$ cat src/lsq_pkg.sv
/*
 * Load/store queue shared definitions
 * Queue sizes, request and entry records, word address hash
 */
`default_nettype none

package lsq_pkg;

    // Queue sizes
    localparam int SQ_DEPTH = 4;
    localparam int LQ_DEPTH = 4;
    localparam int ID_W = 4;
    localparam int HASH_W = 6;
    // One spare bit so wrapped store indices still order correctly
    localparam int SQ_IDX_W = $clog2(SQ_DEPTH) + 1;

    // Request as seen by the queue; be is filled in by the input side
    typedef struct packed {
        logic load;
        logic store;
        logic [2:0] fn3;
        logic [31:0] addr;
        logic [31:0] data;
        logic [3:0] be;
        logic [ID_W-1:0] id;
    } lsq_req_t;

    // Store queue payload
    typedef struct packed {
        logic [31:0] addr;
        logic [31:0] data;
        logic [3:0] be;
        logic [HASH_W-1:0] hash;
    } sq_entry_t;

    // Load queue payload, with the store it may be waiting on
    typedef struct packed {
        logic [31:0] addr;
        logic [2:0] fn3;
        logic [ID_W-1:0] id;
        logic store_collision;
        logic [SQ_IDX_W-1:0] sq_index;
    } lq_entry_t;

    // Single memory request, load or store
    typedef struct packed {
        logic write;
        logic [31:0] addr;
        logic [31:0] data;
        logic [3:0] be;
        logic [2:0] fn3;
        logic [ID_W-1:0] id;
    } mem_req_t;

    // Fold word address bits 19:2 into HASH_W bits
    function automatic logic [HASH_W-1:0] addr_hash_fn(input logic [31:0] addr);
        return addr[7:2] ^ addr[13:8] ^ addr[19:14];
    endfunction

endpackage

`default_nettype wire

$ cat src/load_store_queue.sv
/*
 * Load/store queue processing block
 * Splits requests into load and store queues, blocks colliding loads
 */
`timescale 1ns/1ps
`default_nettype none

module load_store_queue import lsq_pkg::*; (
    input  wire logic clk,
    input  wire logic reset,
    input  wire logic in_valid,
    input  wire lsq_req_t in_req,
    output logic sq_full,
    output logic lq_full,
    input  wire logic store_retire,
    output logic load_valid,
    output mem_req_t load_req,
    input  wire logic load_pop,
    output logic store_valid,
    output mem_req_t store_req,
    input  wire logic store_pop
);
    logic collision;
    logic [SQ_IDX_W-1:0] collision_index;
    logic [SQ_IDX_W-1:0] sq_oldest;
    logic [SQ_IDX_W-1:0] store_gap;
    logic store_gone;
    logic lq_valid;
    lq_entry_t lq_in;
    lq_entry_t lq_head;
    sq_entry_t sq_in;
    sq_entry_t sq_head;

    ////////////////////////////////////////////////////////////////////////////
    // Load queue
    // Tag each load with its youngest older store of same hash
    assign lq_in = '{
        addr: in_req.addr,
        fn3: in_req.fn3,
        id: in_req.id,
        store_collision: collision,
        sq_index: collision_index
    };

    lsq_fifo #(
        .DATA_TYPE (lq_entry_t),
        .DEPTH     (LQ_DEPTH)
    ) load_fifo (
        .clk      (clk),
        .reset    (reset),
        .push     (in_valid & in_req.load),
        .pop      (load_pop),
        .data_in  (lq_in),
        .data_out (lq_head),
        .valid    (lq_valid),
        .full     (lq_full)
    );

    ////////////////////////////////////////////////////////////////////////////
    // Store queue
    assign sq_in = '{
        addr: {in_req.addr[31:2], 2'b00},
        data: in_req.data,
        be: in_req.be,
        hash: addr_hash_fn(in_req.addr)
    };

    store_queue sq (
        .clk             (clk),
        .reset           (reset),
        .push            (in_valid & in_req.store),
        .push_entry      (sq_in),
        .pop             (store_pop),
        .store_retire    (store_retire),
        .load_hash       (addr_hash_fn(in_req.addr)),
        .collision       (collision),
        .collision_index (collision_index),
        .oldest_index    (sq_oldest),
        .full            (sq_full),
        .valid           (store_valid),
        .head            (sq_head)
    );

    ////////////////////////////////////////////////////////////////////////////
    // Output
    // Store is gone once oldest has moved past it (1..SQ_DEPTH behind)
    assign store_gap = sq_oldest - lq_head.sq_index;
    assign store_gone = (store_gap != '0) && (store_gap <= SQ_IDX_W'(SQ_DEPTH));
    assign load_valid = lq_valid & (~lq_head.store_collision | store_gone);

    assign load_req = '{
        write: 1'b0,
        addr: lq_head.addr,
        data: '0,
        be: '0,
        fn3: lq_head.fn3,
        id: lq_head.id
    };

    // fn3 and id unused on stores
    assign store_req = '{
        write: 1'b1,
        addr: sq_head.addr,
        data: sq_head.data,
        be: sq_head.be,
        fn3: '0,
        id: '0
    };

endmodule

`default_nettype wire

$ cat src/lsq_fifo.sv
/*
 * Synchronous FIFO, circular buffer with a payload type parameter
 * Shared by the load queue and the store queue data storage
 */
`timescale 1ns/1ps
`default_nettype none

module lsq_fifo #(
    parameter type DATA_TYPE = logic [31:0],
    parameter int DEPTH = 4
) (
    input  wire logic clk,
    input  wire logic reset,
    input  wire logic push,
    input  wire logic pop,
    input  wire DATA_TYPE data_in,
    output DATA_TYPE data_out,
    output logic valid,
    output logic full
);
    DATA_TYPE mem [DEPTH];
    logic [$clog2(DEPTH)-1:0] rd_ptr;
    logic [$clog2(DEPTH)-1:0] wr_ptr;
    logic [$clog2(DEPTH+1)-1:0] count;

    ////////////////////////////////////////////////////////////////////////////
    // Storage, written at the tail
    always_ff @(posedge clk) begin
        if (push)
            mem[wr_ptr] <= data_in;
    end

    ////////////////////////////////////////////////////////////////////////////
    // Pointers and occupancy
    always_ff @(posedge clk) begin
        if (reset) begin
            rd_ptr <= '0;
            wr_ptr <= '0;
            count <= '0;
        end else begin
            // Wrap at DEPTH even when it is no power of two
            if (push)
                wr_ptr <= (wr_ptr == $bits(wr_ptr)'(DEPTH - 1)) ? '0 : wr_ptr + 1'b1;
            if (pop)
                rd_ptr <= (rd_ptr == $bits(rd_ptr)'(DEPTH - 1)) ? '0 : rd_ptr + 1'b1;
            case ({push, pop})
                2'b10: count <= count + 1'b1;
                2'b01: count <= count - 1'b1;
                default: count <= count;
            endcase
        end
    end

    // Head is visible right after the pushing edge
    assign data_out = mem[rd_ptr];
    assign valid = (count != '0);
    assign full = (count == $bits(count)'(DEPTH));

endmodule

`default_nettype wire

$ cat src/lsq_top.sv
/*
 * Load/store queue subsystem top level
 * Input side, queues and memory issue
 */
`timescale 1ns/1ps
`default_nettype none

module lsq_top import lsq_pkg::*; (
    input  wire logic clk,
    input  wire logic reset,
    input  wire logic req_valid,
    input  wire lsq_req_t req,
    output logic req_ready,
    input  wire logic store_retire,
    output logic mem_valid,
    output mem_req_t mem_req,
    input  wire logic mem_ready
);
    logic sq_full;
    logic lq_full;
    logic aligned_valid;
    lsq_req_t aligned_req;
    logic load_valid;
    logic store_valid;
    logic load_pop;
    logic store_pop;
    mem_req_t load_req;
    mem_req_t store_req;

    store_align input_side (
        .clk       (clk),
        .reset     (reset),
        .req_valid (req_valid),
        .req       (req),
        .req_ready (req_ready),
        .sq_full   (sq_full),
        .lq_full   (lq_full),
        .out_valid (aligned_valid),
        .out_req   (aligned_req)
    );

    load_store_queue lsq (
        .clk          (clk),
        .reset        (reset),
        .in_valid     (aligned_valid),
        .in_req       (aligned_req),
        .sq_full      (sq_full),
        .lq_full      (lq_full),
        .store_retire (store_retire),
        .load_valid   (load_valid),
        .load_req     (load_req),
        .load_pop     (load_pop),
        .store_valid  (store_valid),
        .store_req    (store_req),
        .store_pop    (store_pop)
    );

    mem_issue_arbiter output_side (
        .clk         (clk),
        .reset       (reset),
        .load_valid  (load_valid),
        .load_req    (load_req),
        .store_valid (store_valid),
        .store_req   (store_req),
        .load_pop    (load_pop),
        .store_pop   (store_pop),
        .mem_valid   (mem_valid),
        .mem_req     (mem_req),
        .mem_ready   (mem_ready)
    );

endmodule

`default_nettype wire

$ cat src/mem_issue_arbiter.sv
/*
 * Output side, one memory request register
 * Loads win over stores, held stable under back-pressure
 */
`timescale 1ns/1ps
`default_nettype none

module mem_issue_arbiter import lsq_pkg::*; (
    input  wire logic clk,
    input  wire logic reset,
    input  wire logic load_valid,
    input  wire mem_req_t load_req,
    input  wire logic store_valid,
    input  wire mem_req_t store_req,
    output logic load_pop,
    output logic store_pop,
    output logic mem_valid,
    output mem_req_t mem_req,
    input  wire logic mem_ready
);
    logic can_capture;

    // Register free, or emptying on this edge
    assign can_capture = ~mem_valid | mem_ready;
    assign load_pop = can_capture & load_valid;
    assign store_pop = can_capture & ~load_valid & store_valid;

    always_ff @(posedge clk) begin
        if (reset)
            mem_valid <= 1'b0;
        else if (can_capture)
            mem_valid <= load_valid | store_valid;
    end

    // Request held until it transfers
    always_ff @(posedge clk) begin
        if (load_pop)
            mem_req <= load_req;
        else if (store_pop)
            mem_req <= store_req;
    end

endmodule

`default_nettype wire

$ cat src/store_align.sv
/*
 * Input side of the load/store queue
 * One-entry register, byte enables and store data lane alignment
 */
`timescale 1ns/1ps
`default_nettype none

module store_align import lsq_pkg::*; (
    input  wire logic clk,
    input  wire logic reset,
    input  wire logic req_valid,
    input  wire lsq_req_t req,
    output logic req_ready,
    input  wire logic sq_full,
    input  wire logic lq_full,
    output logic out_valid,
    output lsq_req_t out_req
);
    logic active;
    logic held_valid;
    logic blocked;
    lsq_req_t aligned;

    // Byte enables and lane shift from size (fn3[1:0]) and addr[1:0]
    always_comb begin
        aligned = req;
        case (req.fn3[1:0])
            2'b00: begin
                aligned.be = 4'b0001 << req.addr[1:0];
                aligned.data = {24'b0, req.data[7:0]} << {req.addr[1:0], 3'b000};
            end
            2'b01: begin
                aligned.be = 4'b0011 << {req.addr[1], 1'b0};
                aligned.data = {16'b0, req.data[15:0]} << {req.addr[1], 4'b0000};
            end
            default: begin
                aligned.be = 4'b1111;
                aligned.data = req.data;
            end
        endcase
    end

    // Held request stalls when the queue it targets is full
    assign blocked = out_req.store ? sq_full : lq_full;
    assign out_valid = held_valid & ~blocked;
    // Take a new one if empty or the held one leaves this cycle
    assign req_ready = active & (~held_valid | ~blocked);

    always_ff @(posedge clk) begin
        if (reset) begin
            active <= 1'b0;
            held_valid <= 1'b0;
        end else begin
            active <= 1'b1;
            if (req_valid & req_ready)
                held_valid <= 1'b1;
            else if (out_valid)
                held_valid <= 1'b0;
        end
    end

    // Payload only
    always_ff @(posedge clk) begin
        if (req_valid & req_ready)
            out_req <= aligned;
    end

endmodule

`default_nettype wire

$ cat src/store_queue.sv
/*
 * Circular store queue with retire release counting
 * Compares an incoming load hash against every queued store
 */
`timescale 1ns/1ps
`default_nettype none

module store_queue import lsq_pkg::*; (
    input  wire logic clk,
    input  wire logic reset,
    input  wire logic push,
    input  wire sq_entry_t push_entry,
    input  wire logic pop,
    input  wire logic store_retire,
    input  wire logic [HASH_W-1:0] load_hash,
    output logic collision,
    output logic [SQ_IDX_W-1:0] collision_index,
    output logic [SQ_IDX_W-1:0] oldest_index,
    output logic full,
    output logic valid,
    output sq_entry_t head
);
    logic [SQ_IDX_W-1:0] oldest;
    logic [SQ_IDX_W-1:0] newest;
    logic [SQ_IDX_W-1:0] released;
    logic [SQ_DEPTH-1:0] slot_valid;
    logic [HASH_W-1:0] slot_hash [SQ_DEPTH];
    logic fifo_valid;

    ////////////////////////////////////////////////////////////////////////////
    // Data storage
    lsq_fifo #(
        .DATA_TYPE (sq_entry_t),
        .DEPTH     (SQ_DEPTH)
    ) sq_fifo (
        .clk      (clk),
        .reset    (reset),
        .push     (push),
        .pop      (pop),
        .data_in  (push_entry),
        .data_out (head),
        .valid    (fifo_valid),
        .full     (full)
    );

    ////////////////////////////////////////////////////////////////////////////
    // Slot tracking
    // Low index bits pick the slot as the FIFO pointers advance in step
    always_ff @(posedge clk) begin
        if (reset) begin
            oldest <= '0;
            newest <= '0;
            slot_valid <= '0;
        end else begin
            if (push) begin
                slot_valid[newest[SQ_IDX_W-2:0]] <= 1'b1;
                newest <= newest + 1'b1;
            end
            if (pop) begin
                slot_valid[oldest[SQ_IDX_W-2:0]] <= 1'b0;
                oldest <= oldest + 1'b1;
            end
        end
    end

    always_ff @(posedge clk) begin
        if (push)
            slot_hash[newest[SQ_IDX_W-2:0]] <= push_entry.hash;
    end

    // Stores retired by the core but not yet sent
    always_ff @(posedge clk) begin
        if (reset)
            released <= '0;
        else begin
            case ({store_retire, pop})
                2'b10: released <= released + 1'b1;
                2'b01: released <= released - 1'b1;
                default: released <= released;
            endcase
        end
    end

    ////////////////////////////////////////////////////////////////////////////
    // Hash compare
    // Walk oldest to newest so the last hit is the youngest match
    always_comb begin
        logic [SQ_IDX_W-2:0] slot;
        collision = 1'b0;
        collision_index = oldest;
        for (int i = 0; i < SQ_DEPTH; i++) begin
            slot = oldest[SQ_IDX_W-2:0] + (SQ_IDX_W-1)'(i);
            if (slot_valid[slot] && (slot_hash[slot] == load_hash)) begin
                collision = 1'b1;
                collision_index = oldest + SQ_IDX_W'(i);
            end
        end
    end

    assign oldest_index = oldest;
    // Head may go only once released
    assign valid = fifo_valid & (released != '0);

endmodule

`default_nettype wire

$ cat config.mk
export PLATFORM = sky130hd
export DESIGN_NAME = lsq_top
export DESIGN_NICKNAME = d
export VERILOG_FILES = /design/src/lsq_pkg.sv /design/src/load_store_queue.sv /design/src/lsq_fifo.sv /design/src/lsq_top.sv /design/src/mem_issue_arbiter.sv /design/src/store_align.sv /design/src/store_queue.sv
export SDC_FILE = /design/constraint.sdc
export NUM_CORES = 1
export LEC_CHECK = 0
export ABC_AREA = 1
export BUFFER_PORTS_ARGS = -buffer_cell sky130_fd_sc_hd__buf_2
export CORE_UTILIZATION = 42
export CTS_CLUSTER_DIAMETER = 50
export DETAILED_ROUTE_END_ITERATION = 8
export PLACE_DENSITY = 0.64
export SLEW_MARGIN = 20
export SYNTH_ARGS = -nofsm -noshare
export SYNTH_HDL_FRONTEND = slang
export SYNTH_SLANG_ARGS = --single-unit
export TNS_END_PERCENT = 20
$ cat constraint.sdc
create_clock -name clk -period 6.35 [get_ports clk]
set_input_delay 0 -clock clk [delete_from_list [all_inputs] [get_ports clk]]
set_output_delay 0 -clock clk [all_outputs]
set_load 0.005 [all_outputs]
==> key figures, run 1 <==
Timing
  • Fmax: 216.5 MHz
  • WHS: 0.09072 ns
  • Final hold violation count: 0
  • Slew HR: 34.03%
  • Fin crit share: 72.73%
  • Crit path time final: 4.618 ns
  • Worst Tran Pin Value: 0.9871 ns
  • Slew Limit Fails: 0
  • Setup TNS: 0 ns
  • Unrepaired setup endpoints after global routing: false
  • Clock Skew: 0.02953 ns
  • Final setup fails: 0

Finish
  • Diode count: 0
  • Layout Utilization: 50.75%
  • Synth-to-Final Area Change: 18.55%
  • Sequential cell area: 18740 um2
  • Nets: 2539
  • Layout fillers: 5204
  • Layout cells sized above 1: 12.96%
  • Multi-input gate area: 6395 um2

Power
  • Share of total power in the clock network: 35.2%
  • Pwr dens: 372.4 nW/um2
  • Combinational power share: 19.0%
  • Seq pwr share: 45.8%
  • LEAKAGE: 11.41 nW
  • Maximum vdd drop: 0.1901 mV
  • Sw frac: 29.41%
  • Switching pwr: 3.380 mW
  • Internal power: 8.113 mW

Min path
  • Hold Path Class: primary input to flop
  • WHS Path Cells: 2

Synth
  • XOR/XNOR share of the synthesized area: 0.5431%
  • Synth Area in Simple Gates: 12.19%
  • Synth cell types: 39
  • Synthesized area per cell: 11.90 um2
  • Sequential area share after synthesis: 71.98%
  • Post-synthesis register bit count: 648
  • Syn. warnings: 0
  • Largest family of logic cells by synthesized area: simple AND/OR/NAND/NOR gates
  • Post-Syn Instances: 2187
  • Adder-cell share of the synthesized area: 1.336%
  • Post-synthesis compound-gate area fraction: 10.23%
  • Proportion of synthesized area in mux cells: 0%
  • Post-Syn Area: 26030 um2
  • Syn Nets: 2295

Die
  • FP Rows: 90
  • DIE AREA: 62980 um2
  • Die height: 251.0 um
  • Core area: 60810 um2
  • Die W: 251.0 um
  • Effective utilization at floorplan: 42.81%
  • # IOs: 160

Worst setup path
  • R2r setup slk: 1.73 ns
  • Crit path arrival time: 5.12 ns
  • Crit Path Max Fanout: 47
  • CP Capture Type: flop
  • Crit path to: lsq.sq.sq_fifo.count[2]$_SDFFE_PP0P_
  • Worst path required time: 6.85 ns
  • Reg2reg path depth: 19
  • WS Path Type: flop to flop
  • RR Endpoint: lsq.sq.sq_fifo.count[2]$_SDFFE_PP0P_
  • CP Launch Type: flop

GRT
  • Vias in the first global route: 17110
  • Tot GR Track Use: 19.81%
  • Gr ovfl total: 0
  • Largest net degree at the start of global routing: 97
  • First-pass GRT wire length: 95.80 mm
  • Initial antenna violation count: 2

Placed design
  • GPL Wtd Cong: 0.8453
  • Dpl hpwl: 35.30 mm
  • PortBufs: 155

Clock network
  • CTS root buffer: clkbuf_16
  • Clock sink count: 648
  • Worst-case clock buffer depth: 3
  • CTS HTree Levels: 3
  • Postcts setup bufs: 0
  • CTS tree: built
  • Skew-Pair Late Insertion Delay: 0.63 ns
  • PostCTS Resize Cnt: 0
  • CTS Buf Count: 71
  • Clock slew at reported path FFs: 0.06 ns

Route
  • Iteration-0 DRC Markers: 1458
  • Routed wire length: 62.52 mm
  • Routed via count: 17526
  • Post-DRT Antenna Nets: 0
  • Vias/cell: 5.365
  • Drt pass-1 iters: 5
  • WL/cell: 19.14 um
  • DRC violations left: 0

Outcome
  • Outcome: completed

Flow run
  • Max-cap check violation count: 0
## layout make-up
cell class                 instances  share of cell area [%]
tap                              782                   3.170
timing repair buffer             282                   6.450
multi-input combinational       1313                   20.72
sequential                       648                   60.74
clock inverter                    44                   1.565
clock buffer                      83                   5.935
inverter                         115                   1.423
## registers in the layout (all words and copies together) (netlist names), 4 cells and up, named ones only
name / count
input_side.out_req: 77
lsq.load_fifo.mem: 172
lsq.sq.slot_hash: 24
lsq.sq.slot_valid: 4
lsq.sq.sq_fifo.mem: 264
output_side.mem_req: 76
## cells in the final DEF, fill, tap and decap left out, drive strengths merged, types with 2 or more instances in the layout
master,netlist,final
edfxtp,576,576
nand2,398,398
nor2,309,309
o21ai,277,277
buf,44,179
inv,112,120
dlygate4sd3,0,103
nand3,85,85
clkbuf,67,83
o22ai,78,78
a21oi,72,72
dfxtp,72,72
a32o,31,31
clkinv,3,29
ha,23,23
o211ai,10,10
xnor2,7,7
xor2,7,7
bufinv,0,6
or2,5,5
clkinvlp,0,4
fa,3,3
nand4,2,2
a211oi,2,2
## logic make-up (layout without fill, tap and decap cells)
group | Yosys count | after routing
flops | 648 | 648
xor+xnor | 14 | 14
compound gates | 473 | 473
fa+ha+maj | 26 | 26
simple gates | 800 | 800
buf+inv | 226 | 524
## worst min-delay path by stage
stage,start,end,slack [ns]
global route,req[65],input_side.out_req[65]$_DFFE_PP_,0.08
floorplan,req[0],input_side.out_req[0]$_DFFE_PP_,0.1
CTS,req[65],input_side.out_req[65]$_DFFE_PP_,0.06
finish,req[65],input_side.out_req[65]$_DFFE_PP_,0.09
detailed placement,req[1],input_side.out_req[1]$_DFFE_PP_,0.18
global placement,req[3],input_side.out_req[3]$_DFFE_PP_,0.18
## critical path, stage by stage, from the launching register on
cell,delay [ns]
dfxtp_1,0.31
buf_4,0.46
inv_1,0.50
a32o_1,0.42
ha_1,0.29
nand2_1,0.11
xor2_4,0.18
xor2_1,0.15
nand2_1,0.08
nand3_2,0.11
nand2_2,0.11
nand2_4,0.06
inv_4,0.41
ha_1,0.26
inv_1,0.08
fa_1,0.44
a21oi_1,0.16
o21ai_0,0.12
o21ai_0,0.15
a21oi_1,0.06
## metal layers
layer	wire length (um)	global-route usage [%]	up-vias	share of wire, %
met1	26900	26.48	8546	43
met4	1554	6.672	2	2.5
li1	-	-	8236	-
met5	11	0	-	0.018
met2	29880	32.29	621	48
met3	4180	4.069	121	6.7
## Yosys cell counts
master,number,area share (%)
nand3_2,3,0.12
clkinv_1,3,0.043
nand2_2,5,0.12
ha_1,23,1.1
o21ai_1,6,0.12
dfxtp_1,72,5.5
o22ai_1,78,1.9
a211oi_1,2,0.058
clkbuf_1,65,0.94
or2_2,5,0.12
a31oi_1,1,0.024
buf_6,7,0.30
a21oi_1,72,1.4
nand2_1,392,5.7
inv_1,108,1.6
nor2_4,1,0.043
clkbuf_2,2,0.038
xor2_4,1,0.11
a32o_1,31,1.2
xor2_1,6,0.20
edfxtp_1,576,66
nand2_4,1,0.043
buf_2,25,0.48
nand3_1,82,1.6
inv_2,2,0.029
xnor2_1,7,0.24
a31o_2,1,0.034
o21ai_0,270,5.2
o2bb2ai_1,1,0.034
o21ai_2,1,0.034
inv_4,2,0.048
buf_1,4,0.058
fa_1,3,0.23
nand4_1,2,0.048
nor2_2,1,0.024
buf_4,8,0.23
nor2_1,307,4.4
nor3_1,1,0.019
o211ai_1,10,0.29
## stage by stage
stage / cell area, um2 / power, mW / instances / setup slack [ns]
after floorplan: 26030 / 6.662 / 2187 / 1.863
after global placement: 27510 / 7.416 / 3037 / 1.811
after detailed placement: 27510 / 7.480 / 3037 / 1.714
after CTS: 30860 / 11.57 / 3267 / 1.712
after global routing: 30860 / 12.02 / 3267 / 1.325
final: 30860 / 11.49 / 3267 / 1.732
## repair_timing
action,CTS,global route
endpoints found under the setup margin,0,0
endpoints found under the hold margin,114,0
hold buffers,103,0
## power by group through the flow
| stage | clock [mW] | combinational [mW] | sequential (mW) |
|---|---|---|---|
| 6_report | 4.05 | 2.18 | 5.26 |
| 5_1_grt | 4.28 | 2.44 | 5.30 |
| 4_1_cts | 4.12 | 2.19 | 5.27 |
| 3_5_place_dp | 0 | 2.13 | 5.35 |
| 3_3_place_gp | 0 | 2.07 | 5.34 |
| 2_1_floorplan | 0 | 1.40 | 5.26 |
(Power assumes the default switching activity.)
==> run 2, diff against run 1 <==
ABC_AREA = 0   (was 1)
clock period = 4.5 ns   (was 6.35 ns; I/O delays follow)
==> key figures, run 2 <==
Finish
  • Sequential cell area: 18750 um2 (about the same)
  • Top reg by flops: lsq.sq.sq_fifo.mem
  • Layout fillers: 4735 (-9.0%)
  • Synth-to-Final Area Change: 20.42%
  • Post-route cell area: 30190 um2 (-2.2%)
  • Largest regs: lsq.sq.sq_fifo.mem (264), lsq.load_fifo.mem (172), input_side.out_req (77)
  • Most frequent cells in the layout: edfxtp_1 (576), buf_2 (155), mux4_2 (126), dlygate4sd3_1 (96), clkbuf_16 (71)
  • Layout cells sized above 1: 27.52% (+15 points)
  • Commonest non-fill, non-tap cell in the layout: edfxtp_1
  • Max reg flops: 264 (unchanged)
  • Nets: 1679 (-34%)
  • Multi-input gate area: 5957 um2 (-6.8%)

Clock network
  • PostCTS Resize Cnt: 0 (unchanged)
  • Clock sink count: 648 (unchanged)
  • Clock slew at reported path FFs: 0.06 ns (about the same)
  • CTS HTree Levels: 3 (unchanged)
  • Hold Buf Count CTS: 96 (-6.8%)
  • CTS root buffer: clkbuf_16
  • Postcts setup bufs: 0 (unchanged)
  • CTS Buf Count: 70 (-1.4%)
  • Worst-case clock buffer depth: 3 (unchanged)
  • CTS tree: built
  • Skew-Pair Late Insertion Delay: 0.60 ns (-0.03 ns)

Worst setup path
  • Crit Path Max Fanout: 7 (-85%)
  • CP Capture Type: flop
  • CP Launch Type: flop
  • Worst path required time: 5.02 ns (-1.83 ns)
  • WS Path Type: flop to flop
  • Crit path arrival time: 4.27 ns (-0.85 ns)

Route
  • Routed wire length: 55.13 mm (-12%)
  • Iteration-0 DRC Markers: 986 (-32%)
  • Vias/cell: 5.464 (+1.8%)
  • DRC violations left: 0 (unchanged)
  • Drt pass-1 iters: 5 (unchanged)
  • WL/cell: 22.94 um (+20%)
  • Routed via count: 13129 (-25%)
  • Post-DRT Antenna Nets: 0 (unchanged)

Timing
  • Fmax: 266.6 MHz (+23%)
  • Slew HR: 29.17% (-4.9 points)
  • Crit path time final: 3.750 ns (-0.8678 ns)
  • Worst Tran Pin Value: 1.062 ns (+0.07534 ns)
  • Final setup fails: 0 (unchanged)
  • Fin crit share: 83.34% (+11 points)
  • Final hold violation count: 0 (unchanged)
  • Setup slack after layout: 0.7497 ns (-0.9822 ns)
  • Clock Skew: 0.02068 ns (-0.008860 ns)
  • Setup TNS: 0 ns (unchanged)
  • Slew Limit Fails: 0 (unchanged)
  • Unrepaired setup endpoints after global routing: false

Placed design
  • Post-Place Cell Area: 26820 um2 (-2.5%)
  • Place WS: 0.7662 ns (-0.9476 ns)
  • GPL Wtd Cong: 0.8355 (-1.2%)
  • PortBufs: 155 (unchanged)
  • Dpl hpwl: 30.67 mm (-13%)

Die
  • Die W: 246.3 um (-1.9%)
  • # IOs: 160 (unchanged)
  • Effective utilization at floorplan: 42.47% (-0.34 points)
  • Core area: 59020 um2 (-2.9%)
  • Die height: 246.3 um (-1.9%)
  • FP Rows: 89 (-1.1%)
  • DIE AREA: 60670 um2 (-3.7%)

GRT
  • Vias in the first global route: 13696 (-20%)
  • Gr ovfl total: 0 (unchanged)
  • First-pass GRT wire length: 83.42 mm (-13%)
  • Tot GR Track Use: 18.66% (-1.1 points)
  • Initial antenna violation count: 4 (+2)
  • Largest net degree at the start of global routing: 78 (-20%)

Outcome
  • Outcome: completed

Synth
  • Post-synthesis register bit count: 648 (unchanged)
  • Syn Nets: 1395 (-39%)
  • EDFF count, synth: 576 (unchanged)
  • Async set or reset register ratio after synthesis: 0% (unchanged)
  • Most common cell in the netlist: edfxtp_1
  • Synth cell types: 54 (+38%)
  • Synth top cells by count: edfxtp_1 (576), mux4_2 (126), dfxtp_1 (72), nand2_1 (55), a22o_1 (47)
  • Top cell type's share of synthesized area: 69.00% (+2.6 points)
  • Post-Syn Instances: 1287 (-41%)
  • Ys flop type: edfxtp_1
  • Syn. warnings: 0 (unchanged)
  • Sequential area share after synthesis: 74.75% (+2.8 points)
  • Synth area leaders: edfxtp_1 (69%), mux4_2 (11%), dfxtp_1 (5.7%)
  • Area leader, netlist: edfxtp_1
  • Post-Syn Area: 25070 um2 (-3.7%)
  • Synthesized area per cell: 19.48 um2 (+64%)

Power
  • Internal power: 11.47 mW (+41%)
  • Share of total power in the clock network: 38.9% (+3.7 points)
  • Combinational power share: 13.1% (-5.9 points)
  • LEAKAGE: 10.14 nW (-11%)
  • Switching pwr: 3.820 mW (+13%)
  • Maximum vdd drop: 0.4428 mV (+130%)
  • Sw frac: 24.99% (-4.4 points)
  • Seq pwr share: 47.9% (+2.1 points)
  • Pwr dens: 506.5 nW/um2 (+36%)

Min path
  • Hold Path Class: primary input to flop
  • Worst hold path startpoint: req[65]

Flow run
  • Max-cap check violation count: 0 (unchanged)
## run 2: cell count changes after synthesis, moves of 31 or more
cell | previous run | this run
a21oi_1 | 72 | 22
a22o_1 | 0 | 47
a32o_1 | 31 | 0
inv_1 | 108 | 31
mux4_2 | 0 | 126
nand2_1 | 392 | 55
nand3_1 | 82 | 39
nor2_1 | 307 | 24
o21ai_0 | 270 | 26
o22ai_1 | 78 | 0
## run 2: layer usage
metal | global-route usage (%) | vias up | routed length (um)
met5 | 0 | - | 27
met4 | 5.410 | 4 | 1357
met3 | 3.900 | 105 | 3744
met2 | 31.28 | 450 | 27370
met1 | 24.53 | 6820 | 22630
li1 | - | 5750 | -
## run 2: power by group through the flow
stage / logic [mW] / registers (mW) / clock network, mW
2_1_floorplan: 1.09 / 7.37 / 0
3_3_place_gp: 1.94 / 7.45 / 0
3_5_place_dp: 1.97 / 7.46 / 0
4_1_cts: 2.06 / 7.34 / 6.07
5_1_grt: 2.19 / 7.38 / 6.28
6_report: 2.01 / 7.33 / 5.95
## run 2: path summary, 6_finish.rpt
kind	to	depth (start not counted)	slack, ns
worst max register to register	lsq.sq.released[2]$_SDFFE_PP0P_	14	0.75
worst min register to register	output_side.mem_req[11]$_SDFFE_PN0P_	2	0.45
worst max-delay path	lsq.sq.released[2]$_SDFFE_PP0P_	14	0.75
worst min-delay path	input_side.out_req[65]$_DFFE_PP_	2	0.12
## run 2: kinds of logic (layout without fill, tap and decap cells)
group           Yosys count  in the layout  synth area share (%)
buf+inv                  96            437                 1.657
compound gates          147            147                 3.903
xor+xnor                 42             42                 1.872
mux                     139            139                 12.55
fa+ha+maj                26             26                 1.388
simple gates            189            189                 3.878
flops                   648            648                 74.75
other cells               0              2                     0
## run 2: through the flow
| step | hold WS (ns) | power, mW | std cells | utilization (%) |
|---|---|---|---|---|
| floorplan | 0.09887 | 8.457 | 1287 | - |
| global placement | 0.1793 | 9.390 | 2176 | 45.44 |
| detailed placement | 0.1788 | 9.430 | 2176 | 45.44 |
| CTS | 0.08846 | 15.47 | 2401 | 51.14 |
| global route | 0.09231 | 15.85 | 2402 | 51.14 |
| finish | 0.1174 | 15.29 | 2403 | 51.15 |
## run 2: area by class of cell
cell class	count	area share, %
Antenna cell	2	0.01658
Clock buffer	81	6.076
Inverter	32	0.3979
Tap cell	773	3.204
Multi-Input combinational cell	543	19.73
Sequential cell	648	62.10
Timing Repair Buffer	276	6.582
Clock inverter	48	1.886
## run 2: critical path: stages (launching register included)
cell	delay (ns)
dfxtp_4	0.43
mux4_2	0.52
ha_1	0.31
nand2b_1	0.10
a21oi_1	0.06
a31oi_1	0.17
xnor3_1	0.32
o21ba_2	0.29
nor2_4	0.14
ha_1	0.20
inv_1	0.07
fa_1	0.42
xor2_1	0.16
or3_1	0.30
a21oi_1	0.15
